$ cat src/eth_mon_pkg.sv
`default_nettype none

package eth_mon_pkg;

    // AXI4-Lite bus widths
    localparam int AXIL_ADDR_W = 16;
    localparam int AXIL_DATA_W = 32;

    // one beat of the Ethernet stream
    // keep counts the valid bytes in the last beat of a packet
    typedef struct packed {
        logic [31:0] data;
        logic [1:0]  keep;
        logic        last;
        logic        abort;
        logic        valid;
    } eth_beat_t;

    // manager to slave
    typedef struct packed {
        logic [AXIL_ADDR_W-1:0]   awaddr;
        logic                     awvalid;
        logic [AXIL_DATA_W-1:0]   wdata;
        logic [AXIL_DATA_W/8-1:0] wstrb;
        logic                     wvalid;
        logic                     bready;
        logic [AXIL_ADDR_W-1:0]   araddr;
        logic                     arvalid;
        logic                     rready;
    } axil_req_t;

    // slave to manager
    typedef struct packed {
        logic                   awready;
        logic                   wready;
        logic                   bvalid;
        logic [1:0]             bresp;
        logic                   arready;
        logic                   rvalid;
        logic [AXIL_DATA_W-1:0] rdata;
        logic [1:0]             rresp;
    } axil_rsp_t;

    // register map
    localparam logic [AXIL_ADDR_W-1:0] REG_PKT_COUNT = 16'h0000;
    localparam logic [AXIL_ADDR_W-1:0] REG_TRIGGER   = 16'h0004;
    localparam logic [AXIL_ADDR_W-1:0] REG_CAPT_LEN  = 16'h0008;

    // capture window, two words per entry (data then info)
    localparam logic [AXIL_ADDR_W-1:0] CAPT_WIN_BASE = 16'h1000;

    localparam logic [1:0] RESP_OKAY = 2'b00;

endpackage

`default_nettype wire
$ cat src/eth_stream_monitor.sv
`default_nettype none
`timescale 1ns/10ps

module eth_stream_monitor
    import eth_mon_pkg::*;
#(
    parameter int P_CAPT_DEPTH = 32
) (
    input  wire            i_clk_stream,
    input  wire            i_rst_n,
    input  wire eth_beat_t i_eths_beat,
    output eth_beat_t      o_eths_beat,
    input  wire axil_req_t i_axil_req,
    output axil_rsp_t      o_axil_rsp
);

    localparam int AW = $clog2(P_CAPT_DEPTH);

    logic          bus_idle;
    logic [31:0]   pkt_count;
    logic          arm;
    logic          busy;
    logic [31:0]   capt_len;
    logic          wr_en;
    logic [AW-1:0] wr_addr;
    eth_beat_t     wr_row;
    logic [AW-1:0] rd_addr;
    eth_beat_t     rd_row;

    // the registered beat feeds both the output and the capture FSM
    eth_mon_tap eth_mon_tap_inst (
        .i_clk_stream (i_clk_stream),
        .i_rst_n      (i_rst_n),
        .i_eths_beat  (i_eths_beat),
        .o_eths_beat  (o_eths_beat),
        .o_bus_idle   (bus_idle),
        .o_pkt_count  (pkt_count)
    );

    eth_mon_capture #(
        .P_CAPT_DEPTH (P_CAPT_DEPTH)
    ) eth_mon_capture_inst (
        .i_clk_stream (i_clk_stream),
        .i_rst_n      (i_rst_n),
        .i_beat       (o_eths_beat),
        .i_bus_idle   (bus_idle),
        .i_arm        (arm),
        .o_busy       (busy),
        .o_capt_len   (capt_len),
        .o_wr_en      (wr_en),
        .o_wr_addr    (wr_addr),
        .o_wr_row     (wr_row)
    );

    eth_mon_capture_ram #(
        .P_CAPT_DEPTH (P_CAPT_DEPTH)
    ) eth_mon_capture_ram_inst (
        .i_clk_stream (i_clk_stream),
        .i_wr_en      (wr_en),
        .i_wr_addr    (wr_addr),
        .i_wr_row     (wr_row),
        .i_rd_addr    (rd_addr),
        .o_rd_row     (rd_row)
    );

    eth_mon_axil_regs #(
        .P_CAPT_DEPTH (P_CAPT_DEPTH)
    ) eth_mon_axil_regs_inst (
        .i_clk_stream (i_clk_stream),
        .i_rst_n      (i_rst_n),
        .i_axil_req   (i_axil_req),
        .o_axil_rsp   (o_axil_rsp),
        .i_pkt_count  (pkt_count),
        .i_busy       (busy),
        .i_capt_len   (capt_len),
        .o_arm        (arm),
        .o_rd_addr    (rd_addr),
        .i_rd_row     (rd_row)
    );

endmodule

`default_nettype wire

$ cat src/eth_mon_axil_regs.sv
`default_nettype none
`timescale 1ns/10ps

module eth_mon_axil_regs
    import eth_mon_pkg::*;
#(
    parameter int P_CAPT_DEPTH = 32
) (
    input  wire                               i_clk_stream,
    input  wire                               i_rst_n,
    input  wire axil_req_t                    i_axil_req,
    output axil_rsp_t                         o_axil_rsp,
    input  wire [31:0]                        i_pkt_count,
    input  wire                               i_busy,
    input  wire [31:0]                        i_capt_len,
    output logic                              o_arm,
    output logic [$clog2(P_CAPT_DEPTH)-1:0]   o_rd_addr,
    input  wire eth_beat_t                    i_rd_row
);

    localparam int AW = $clog2(P_CAPT_DEPTH);
    // bytes covered by the capture window, 8 per entry
    localparam logic [AXIL_ADDR_W-1:0] WIN_SPAN = AXIL_ADDR_W'(8 * P_CAPT_DEPTH);

    logic                   bvalid_q;
    logic                   rvalid_q;
    logic                   win_pend_q;
    logic                   win_hit_q;
    logic                   info_sel_q;
    logic [AXIL_DATA_W-1:0] rdata_q;

    logic                   pending;
    logic                   wr_accept;
    logic                   rd_accept;
    logic                   in_win;
    logic                   win_hit;
    logic [AXIL_ADDR_W-1:0] win_off;
    logic [AXIL_DATA_W-1:0] reg_rdata;
    logic [AXIL_DATA_W-1:0] win_rdata;

    // one transaction in flight, a window read counts until rvalid
    assign pending   = bvalid_q || rvalid_q || win_pend_q;
    assign wr_accept = i_axil_req.awvalid && i_axil_req.wvalid && !pending;
    // writes win when both arrive together
    assign rd_accept = i_axil_req.arvalid && !pending && !wr_accept;

    assign o_arm = wr_accept && (i_axil_req.awaddr == REG_TRIGGER) && i_axil_req.wdata[0];

    // capture window decode
    assign in_win    = i_axil_req.araddr >= CAPT_WIN_BASE;
    assign win_off   = i_axil_req.araddr - CAPT_WIN_BASE;
    assign win_hit   = in_win && (win_off < WIN_SPAN);
    assign o_rd_addr = win_off[AW+2:3];

    always_comb begin
        case (i_axil_req.araddr)
            REG_PKT_COUNT: reg_rdata = i_pkt_count;
            REG_TRIGGER:   reg_rdata = {{(AXIL_DATA_W-1){1'b0}}, i_busy};
            REG_CAPT_LEN:  reg_rdata = i_capt_len;
            default:       reg_rdata = '0;
        endcase
    end

    // info word is keep, last, valid, abort from bit 0 up
    always_comb begin
        if (!win_hit_q) begin
            win_rdata = '0;
        end else if (info_sel_q) begin
            win_rdata = {{(AXIL_DATA_W-5){1'b0}}, i_rd_row.abort, i_rd_row.valid,
                         i_rd_row.last, i_rd_row.keep};
        end else begin
            win_rdata = i_rd_row.data;
        end
    end

    always_ff @(posedge i_clk_stream or negedge i_rst_n) begin
        if (!i_rst_n) begin
            bvalid_q   <= 1'b0;
            rvalid_q   <= 1'b0;
            win_pend_q <= 1'b0;
        end else begin
            if (wr_accept) begin
                bvalid_q <= 1'b1;
            end else if (bvalid_q && i_axil_req.bready) begin
                bvalid_q <= 1'b0;
            end

            // window reads spend one cycle on the memory
            win_pend_q <= rd_accept && in_win;

            if ((rd_accept && !in_win) || win_pend_q) begin
                rvalid_q <= 1'b1;
            end else if (rvalid_q && i_axil_req.rready) begin
                rvalid_q <= 1'b0;
            end
        end
    end

    // read data only moves while no response is outstanding
    always_ff @(posedge i_clk_stream) begin
        if (rd_accept) begin
            win_hit_q  <= win_hit;
            info_sel_q <= i_axil_req.araddr[2];
        end
        if (rd_accept && !in_win) begin
            rdata_q <= reg_rdata;
        end else if (win_pend_q) begin
            rdata_q <= win_rdata;
        end
    end

    always_comb begin
        o_axil_rsp.awready = wr_accept;
        o_axil_rsp.wready  = wr_accept;
        o_axil_rsp.bvalid  = bvalid_q;
        o_axil_rsp.bresp   = RESP_OKAY;
        o_axil_rsp.arready = rd_accept;
        o_axil_rsp.rvalid  = rvalid_q;
        o_axil_rsp.rdata   = rdata_q;
        o_axil_rsp.rresp   = RESP_OKAY;
    end

endmodule

`default_nettype wire

$ cat src/eth_mon_capture_ram.sv
`default_nettype none
`timescale 1ns/10ps

module eth_mon_capture_ram
    import eth_mon_pkg::*;
#(
    parameter int P_CAPT_DEPTH = 32
) (
    input  wire                               i_clk_stream,
    input  wire                               i_wr_en,
    input  wire [$clog2(P_CAPT_DEPTH)-1:0]    i_wr_addr,
    input  wire eth_beat_t                    i_wr_row,
    input  wire [$clog2(P_CAPT_DEPTH)-1:0]    i_rd_addr,
    output eth_beat_t                         o_rd_row
);

    // one full beat per entry
    eth_beat_t mem [P_CAPT_DEPTH];

    always_ff @(posedge i_clk_stream) begin
        if (i_wr_en) begin
            mem[i_wr_addr] <= i_wr_row;
        end
    end

    // registered read port, row appears one cycle after the address
    always_ff @(posedge i_clk_stream) begin
        o_rd_row <= mem[i_rd_addr];
    end

endmodule

`default_nettype wire

$ cat src/eth_mon_capture.sv
`default_nettype none
`timescale 1ns/10ps

module eth_mon_capture
    import eth_mon_pkg::*;
#(
    parameter int P_CAPT_DEPTH = 32
) (
    input  wire                               i_clk_stream,
    input  wire                               i_rst_n,
    input  wire eth_beat_t                    i_beat,
    input  wire                               i_bus_idle,
    input  wire                               i_arm,
    output logic                              o_busy,
    output logic [31:0]                       o_capt_len,
    output logic                              o_wr_en,
    output logic [$clog2(P_CAPT_DEPTH)-1:0]   o_wr_addr,
    output eth_beat_t                         o_wr_row
);

    localparam int AW = $clog2(P_CAPT_DEPTH);

    typedef enum logic [1:0] {
        S_IDLE,
        S_WAIT,
        S_CAPT,
        S_DONE
    } state_t;

    state_t      state_q;
    // one bit wider than the address so a full memory is visible in the MSB
    logic [AW:0] cnt_q;
    logic        start;
    logic        store;

    // first valid beat once the stream sits between packets
    assign start = (state_q == S_WAIT) && i_bus_idle && i_beat.valid;

    // only valid beats are stored, and nothing past the depth
    assign store = (start || ((state_q == S_CAPT) && i_beat.valid)) && !cnt_q[AW];

    assign o_busy     = (state_q == S_WAIT) || (state_q == S_CAPT);
    assign o_capt_len = 32'(cnt_q);
    assign o_wr_en    = store;
    assign o_wr_addr  = cnt_q[AW-1:0];
    assign o_wr_row   = i_beat;

    always_ff @(posedge i_clk_stream or negedge i_rst_n) begin
        if (!i_rst_n) begin
            state_q <= S_IDLE;
            cnt_q   <= '0;
        end else begin
            if (store) begin
                cnt_q <= cnt_q + 1'b1;
            end

            case (state_q)
                S_IDLE, S_DONE: begin
                    // a new arm drops the previous result
                    if (i_arm) begin
                        state_q <= S_WAIT;
                        cnt_q   <= '0;
                    end
                end
                S_WAIT: begin
                    if (start) begin
                        // single-beat packet ends the capture right away
                        state_q <= i_beat.last ? S_DONE : S_CAPT;
                    end
                end
                S_CAPT: begin
                    if (i_beat.valid && i_beat.last) begin
                        state_q <= S_DONE;
                    end
                end
                default: begin
                    state_q <= S_IDLE;
                end
            endcase
        end
    end

endmodule

`default_nettype wire

$ cat src/eth_mon_tap.sv
`default_nettype none
`timescale 1ns/10ps

module eth_mon_tap
    import eth_mon_pkg::*;
(
    input  wire            i_clk_stream,
    input  wire            i_rst_n,
    input  wire eth_beat_t i_eths_beat,
    output eth_beat_t      o_eths_beat,
    output logic           o_bus_idle,
    output logic [31:0]    o_pkt_count
);

    logic        valid_q;
    logic        last_q;
    logic        abort_q;
    logic [31:0] data_q;
    logic [1:0]  keep_q;
    logic        idle_q;
    logic [31:0] count_q;

    always_ff @(posedge i_clk_stream or negedge i_rst_n) begin
        if (!i_rst_n) begin
            valid_q <= 1'b0;
            last_q  <= 1'b0;
            abort_q <= 1'b0;
        end else begin
            valid_q <= i_eths_beat.valid;
            last_q  <= i_eths_beat.last;
            abort_q <= i_eths_beat.abort;
        end
    end

    always_ff @(posedge i_clk_stream) begin
        data_q <= i_eths_beat.data;
        keep_q <= i_eths_beat.keep;
    end

    always_comb begin
        o_eths_beat.data  = data_q;
        o_eths_beat.keep  = keep_q;
        o_eths_beat.last  = last_q;
        o_eths_beat.abort = abort_q;
        o_eths_beat.valid = valid_q;
    end

    // packet boundary tracking and packet count on the registered stream
    always_ff @(posedge i_clk_stream or negedge i_rst_n) begin
        if (!i_rst_n) begin
            idle_q  <= 1'b1;
            count_q <= '0;
        end else if (valid_q) begin
            idle_q <= last_q;
            // saturate at all ones
            if (last_q && (count_q != '1)) begin
                count_q <= count_q + 1'b1;
            end
        end
    end

    assign o_bus_idle  = idle_q;
    assign o_pkt_count = count_q;

endmodule

`default_nettype wire

$ cat config.mk
export PLATFORM = sky130hd
export DESIGN_NAME = eth_stream_monitor
export DESIGN_NICKNAME = d
export VERILOG_FILES = /design/src/eth_mon_pkg.sv /design/src/eth_stream_monitor.sv /design/src/eth_mon_axil_regs.sv /design/src/eth_mon_capture_ram.sv /design/src/eth_mon_capture.sv /design/src/eth_mon_tap.sv
export SDC_FILE = /design/constraint.sdc
export NUM_CORES = 1
export LEC_CHECK = 0
export BUFFER_PORTS_ARGS = -buffer_cell sky130_fd_sc_hd__buf_2
export CAP_MARGIN = 20
export CELL_PAD_IN_SITES_DETAIL_PLACEMENT = 1
export CELL_PAD_IN_SITES_GLOBAL_PLACEMENT = 1
export CORE_ASPECT_RATIO = 0.9
export CORE_UTILIZATION = 50
export CTS_CLUSTER_SIZE = 28
export DETAILED_ROUTE_END_ITERATION = 16
export HOLD_SLACK_MARGIN = 0.05
export PLACE_DENSITY_LB_ADDON = 0.1
export SLEW_MARGIN = 5
export SYNTH_ARGS = -nofsm -noshare
export SYNTH_HDL_FRONTEND = slang
export SYNTH_SLANG_ARGS = --single-unit
export TNS_END_PERCENT = 1
$ cat constraint.sdc
create_clock -name i_clk_stream -period 6.4 [get_ports i_clk_stream]
set_input_delay 1.28 -clock i_clk_stream [delete_from_list [all_inputs] [get_ports i_clk_stream]]
set_output_delay 1.28 -clock i_clk_stream [all_outputs]
set_load 0.02 [all_outputs]
; Word-level counts from Yosys, hierarchy flattened
; Memories as Yosys holds them, arrays and structs flattened. A register that Yosys moved wholly into a read port is not among the register bits.
; Cells that the tools add are included.
[word_totals]
ff_bits = 115
ram_bits = 1184
in_bits = 112
out_inout_bits = 78
wordCells = 84
mem_count = 1
[op_classes]
add_sub_neg = 3
magnitude_cmp = 2
eq_ne = 10
mux = 19
n_reduce_logical = 34
[mem_list]
columns = memory, words, word_bits, rd, rd_ports_with_merged_regs, write_ports, line_no
row1 = eth_mon_capture_ram_inst.mem, 32, 37, 1, 1, 1, eth_mon_capture_ram.sv:18  ; eth_beat_t mem [P_CAPT_DEPTH];
[ops]
columns = cell, count
row1 = 32-bit 2-to-1 mux, 4
row2 = 32-bit case mux with 3 select lines, 1
row3 = 32-bit by 1-bit adder with 32-bit output (second input constant), 1
row4 = 16-bit by 3-bit == test with 1-bit output (second input constant), 2
row5 = 32-bit != test (second input constant), 1
row6 = 6-bit 2-to-1 mux, 3
row7 = 1-bit logical AND, 17
row8 = 16-bit by 4-bit == test with 1-bit output (second input constant), 1
row9 = 16-bit by 13-bit >= comparator with 1-bit output (second input constant), 1
row10 = 16-bit zero test, 1
row11 = 16-bit by 9-bit < comparator with 1-bit output (second input constant), 1
row12 = 16-bit by 13-bit subtractor with 16-bit output (second input constant), 1
row13 = 1-bit 2-to-1 mux, 7
row14 = 6-bit by 1-bit adder with 6-bit output (second input constant), 1
row15 = 2-bit 2-to-1 mux, 3
row16 = 2-bit case mux with 3 select lines, 1
row17 = 2-bit nonzero test, 3
row18 = 1-bit logical OR, 5
row19 = 2-bit == test (second input constant), 2
row20 = 1-bit zero test, 4
row21 = 2-bit != test (second input constant), 2
row22 = 3-bit AND reduction, 1
row23 = 2-bit by 1-bit == test with 1-bit output (second input constant), 1
row24 = 2-bit zero test, 1
row25 = other kinds (3), 3

; Longest topological paths before layout
[depth]
depth_word = 9
ltp_mapped = 8
mapped_depth_nobuf = 7

; By module
; A second synthesis with hierarchy kept.
[hier_totals]
hier_cells = 3079
area_unflattened_um2 = 52338.9
[by_module_without_submodules]
columns = module, n_inst, cells_each, area_per_inst_um2
row1 = eth_mon_capture_ram, 1, 2605, 46837.4
row2 = eth_mon_tap, 1, 188, 2372.3
row3 = eth_mon_axil_regs, 1, 167, 2137.0
row4 = eth_mon_capture, 1, 119, 992.2

; Worst setup path after synthesis
; No wires, ideal clock.
[synth_timing]
path_type = register to register
start = register eth_mon_tap_inst.valid_q
end = memory eth_mon_capture_ram_inst.mem[23][0] (netlist name) (enable)
setup_ns = 0.485
arrival_ns = 4.231
setup_slack_ns = 1.684
path_stages_with_launch = 4
synth_period_minus_slack_ns = 4.716
path_cell_list = dfrtp_1 > nor3b_2 > nand3_1 > nor3b_1
[synth_between]
elab_chain_len = 5
[synth_rtl]
columns = item, line_no
row1 = "start, declared", eth_mon_tap.sv:15  ; logic valid_q;
row2 = "start signal, assigned", eth_mon_tap.sv:29  ; valid_q <= i_eths_beat.valid;
row3 = "1-bit logical AND, on equally long branches", "eth_mon_capture.sv:37, eth_mon_capture.sv:40"
row4 = 1-bit logical OR *, eth_mon_capture.sv:40  ; assign store = (start || ((state_q == S_CAPT) && i_beat.valid)) && !cnt_q[AW];
row5 = 1-bit logical AND *, eth_mon_capture.sv:40
row6 = 1-bit 2-to-1 mux *, eth_mon_capture_ram.sv:21  ; if (i_wr_en) begin
row7 = 1-bit 2-to-1 mux (implied by the code) *, eth_mon_capture_ram.sv:22  ; mem[i_wr_addr] <= i_wr_row;
row8 = "end, declared", eth_mon_capture_ram.sv:18
; Mark *: on every way between the ends. The rest lies on a longest branch, timed or not.

; Worst setup path in the final report
[layout_timing]
start = register eth_mon_tap_inst.valid_q
end = memory eth_mon_capture_ram_inst.mem[9][29] (netlist name) (enable)
; The elaborated chain is that of the path after synthesis.

==> summary.md <==
| Metric | Value |
|---|---|
| Cts repair resizes | 0 |
| Cell count of the worst reg-to-reg path | 5 |
| CTS Buffer Depth | 3 |
| Syn_area_per_cell | around 22 um^2 |
| Sw Ratio | 0.2231 |
| Drt pass-1 iters | 7 |
| Die width | 335.2 um |
| Clock power frac | 0.411 |
| Setup CP Type | flop to flop |
| Crit path DAT | 4330 ps |
| Sequential area share after synthesis | 0.7840 |
| Initial antenna violation count | 3 |
| Largest net degree at the start of global routing | 70 |
| Tot GR Track Use | 0.2566 |
| Hold-fix buffers, CTS | 0 |
| CTS H-tree lvls | 4 |
| # rows | 109 |
| CP Buf/Inv Count | 2 |
| Postcts setup bufs | 0 |
| Setup TNS | 0 ps |
| Io pins | 190 |
| Number of enable flip-flop cells after synthesis | between 1,000 and 1,500 |
| Share of layout cells above drive strength 1 | 0.2948 |
| CTS Sinks | roughly 1,300 |
| Synth Instances | about 2,300 |
| TritonCTS clock tree | done |
| Internal | 14,850 uW |
| Worst Setup End Kind | flop |
| Die Y | between 300 and 400 um |
| Post-Route WL | roughly 130 mm |
| Routed length per instance | roughly 32 um |
| Layout area overhead | 14.84% |
| Most frequent cell after synthesis | edfxtp_1 |
| Fillcell total | around 8,200 |
| Hold depth | 1 |
| Comb pwr share | 0.065 |
| Synth Flop Type | edfxtp_1 |
| Core ar. | ~99,000 um^2 |
| Hold Path Class | flop to flop |
| Hold path startpoint | eth_mon_tap_inst.o_pkt_count[29] |
| Synth warn | 0 |
| Wire length of the first global-routing pass | 182.7 mm |
| Max Freq | ~250 MHz |
| Post-synth top cells | edfxtp_1 (1,218), mux4_2 (296), a22o_1 (110) |
| Hold WS | about 500 ps |
| CP Depth | 5 |
| Worst-path maximum fanout | 38 |
| Clock-pin transition on the worst setup and hold timing paths | 60 ps |
| Seq pwr share | 0.525 |
| Yosys cell types | 55 |
| Drt drc | 0 |
| Starting Density | 0.5067 |
| Worst slack at placement | ~2100 ps |
| Min Tclk post-route | roughly 4000 ps |
| Via count | approximately 25,000 |
| Max cap viols | 0 |
| Remaining Overflow, GRT | 0 |
| Status | completed |
| Design Power | 19,110 uW |
| Final worst setup slack | 2425 ps |
| Worst path top cell family by delay | simple AND/OR/NAND/NOR gates |
| Synth area leader | edfxtp_1 |
| Share of the clock period used by the worst path | 0.6212 |
| Die area | about 100,000 um^2 |
| DRT antenna net count | 0 |
| Maximum vdd drop | around 0.00023 V |
| Leak | roughly 0.019 uW |
| Slew Viols, Final | 0 |
| DRC marker count from the first detailed-route iteration | roughly 2,300 |
| Synth area leaders | edfxtp_1 (73%), mux4_2 (13%), dfxtp_1 (2.8%) |
| Syn Std Cell Area | about 50,000 um^2 |
| Clock Skew | about 27 ps |
| Reg2Reg Setup Slack | approximately 2400 ps |
| Top cell type's share of synthesized area | 0.7320 |
| Number of global-route vias before repair | ~26,000 |
| RR Endpoint | eth_mon_capture_ram_inst.mem[9][29] |
| # setup viols final | 0 |
| Final Hold Vio Count | 0 |
| Nets | between 2,000 and 3,000 |
| CP Launch Type | flop |
| Post-synthesis sequential element count | 1,336 |
| Synth async-reset ratio | 0.03518 |
| Insertion delay to the later sink of the worst-skew pair | 740 ps |
| Worst r2r src | eth_mon_tap_inst.valid_q |
| Critical Path Most Common Cell | buf_4 |
| Crit path cell chain | buf_4 -> nor3b_2 -> nand2_1 -> nor2_4 -> buf_4 |
| Port buffer count | 150 |
| Req. time, crit path | between 6000 and 7000 ps |
| Pwr Density | between 300 and 400 nW/um^2 |
| Clock root buffer | clkbuf_16 |
| RSZ-0062 raised after global routing | no |
| Biggest cell delay along the critical path | between 900 and 1000 ps |
| Max-slew headroom | 0.2385 |
| Cts bufs inserted | 136 |
| DR vias/cell | ~6.2 |
| CP max-delay cell | nor2_4 |
| GPL Wtd Cong | between 0.8 and 0.9 |
| Worst slew pin tran | roughly 1100 ps |
| Sw Pwr | roughly 4300 uW |
| Hold Crit Endpoint | eth_mon_tap_inst.o_pkt_count[29] |
| Detail Placement HPWL | between 60 and 70 mm |
[cell type report]
type | instances | area (um^2) | share of cell area
timing repair buffer | 240 | 1704 | 0.02970
clock buffer | 196 | 3887 | 0.06775
multi-input combinational | 791 | 10380 | 0.1809
antenna | 1 | 2.502 | 0.00004361
inverter | 13 | 48.80 | 0.0008504
tap | 1332 | 1667 | 0.02904
clock inverter | 53 | 515.5 | 0.008984
sequential | 1336 | 39170 | 0.6827
[power groups by stage]
| stage | Clock [uW] | Sequential [uW] | Combinational (uW) |
|---|---|---|---|
| after floorplan | 0 | 10200 | 705 |
| after global placement | 0 | 10200 | 1160 |
| after detailed placement | 0 | 10200 | 1200 |
| after CTS | 8010 | 10100 | 1200 |
| after global routing | 8300 | 10100 | 1320 |
| final | 7850 | 10000 | 1240 |
[metrics by stage]
stage | util | area, um^2 | cells
floorplan | - | 49980 | 2270
global placement | 0.5338 | 52640 | 3696
detailed placement | 0.5345 | 52700 | 3699
CTS | 0.5791 | 57100 | 3948
global route | 0.5819 | 57380 | 3961
finish | 0.5819 | 57380 | 3962
[worst max path at each step]
stage | from | end
3_3_place_gp | i_axil_req[6] | eth_mon_capture_ram_inst.o_rd_row[24]
6_report | eth_mon_tap_inst.valid_q | eth_mon_capture_ram_inst.mem[9][29]
5_1_grt | eth_mon_tap_inst.valid_q | eth_mon_capture_ram_inst.mem[9][29]
3_5_place_dp | i_axil_req[6] | eth_mon_capture_ram_inst.o_rd_row[24]
4_1_cts | eth_mon_tap_inst.valid_q | eth_mon_capture_ram_inst.mem[9][29]
2_1_floorplan | eth_mon_tap_inst.valid_q | eth_mon_capture_ram_inst.mem[23][0]
[layer usage]
layer	GRT usage	wire length, um
met2	0.4070	61130
met4	0.06512	2345
met3	0.04443	8181
met1	0.3741	55800
met5	0	0
[registers in the layout, summed over array words and instances (netlist names), 2 cells and up]
register                           cells
eth_mon_tap_inst.o_pkt_count          32
eth_mon_capture_inst.cnt_q             6
eth_mon_tap_inst.data_q               32
eth_mon_axil_regs_inst.rdata_q        32
eth_mon_capture_ram_inst.mem        1184
eth_mon_tap_inst.keep_q                2
eth_mon_capture_inst.state_q           2
eth_mon_capture_ram_inst.o_rd_row     37
[cell usage in the layout, fill, tap and decap left out, types with 16 or more instances in the layout]
cell type / Yosys / layout
a22o_1: 110 / 110
a22oi_1: 56 / 56
a31oi_1: 29 / 29
buf_2: 26 / 146
buf_4: 27 / 72
clkbuf_1: 66 / 42
clkbuf_16: 0 / 147
clkinv_1: 0 / 22
dfrtp_1: 46 / 46
dfxtp_1: 71 / 71
edfxtp_1: 1218 / 1218
mux4_2: 296 / 296
nand2_1: 26 / 26
nor2_1: 55 / 22
nor2_4: 0 / 32
nor3_1: 50 / 49
xnor2_1: 16 / 16
xor2_1: 17 / 17
[logic make-up after synthesis]
| group | count (synthesis) | share of synthesized area |
|---|---|---|
| flops | 1336 | 0.7840 |
| xor+xnor | 33 | 0.005785 |
| simple gates | 203 | 0.02114 |
| buf+inv | 143 | 0.01417 |
| compound gates | 235 | 0.03701 |
| mux | 309 | 0.1360 |
| other cells | 1 | 0.00007505 |
| fa+ha+maj | 7 | 0.001753 |
Note: power is estimated with default switching activity, not from simulation.
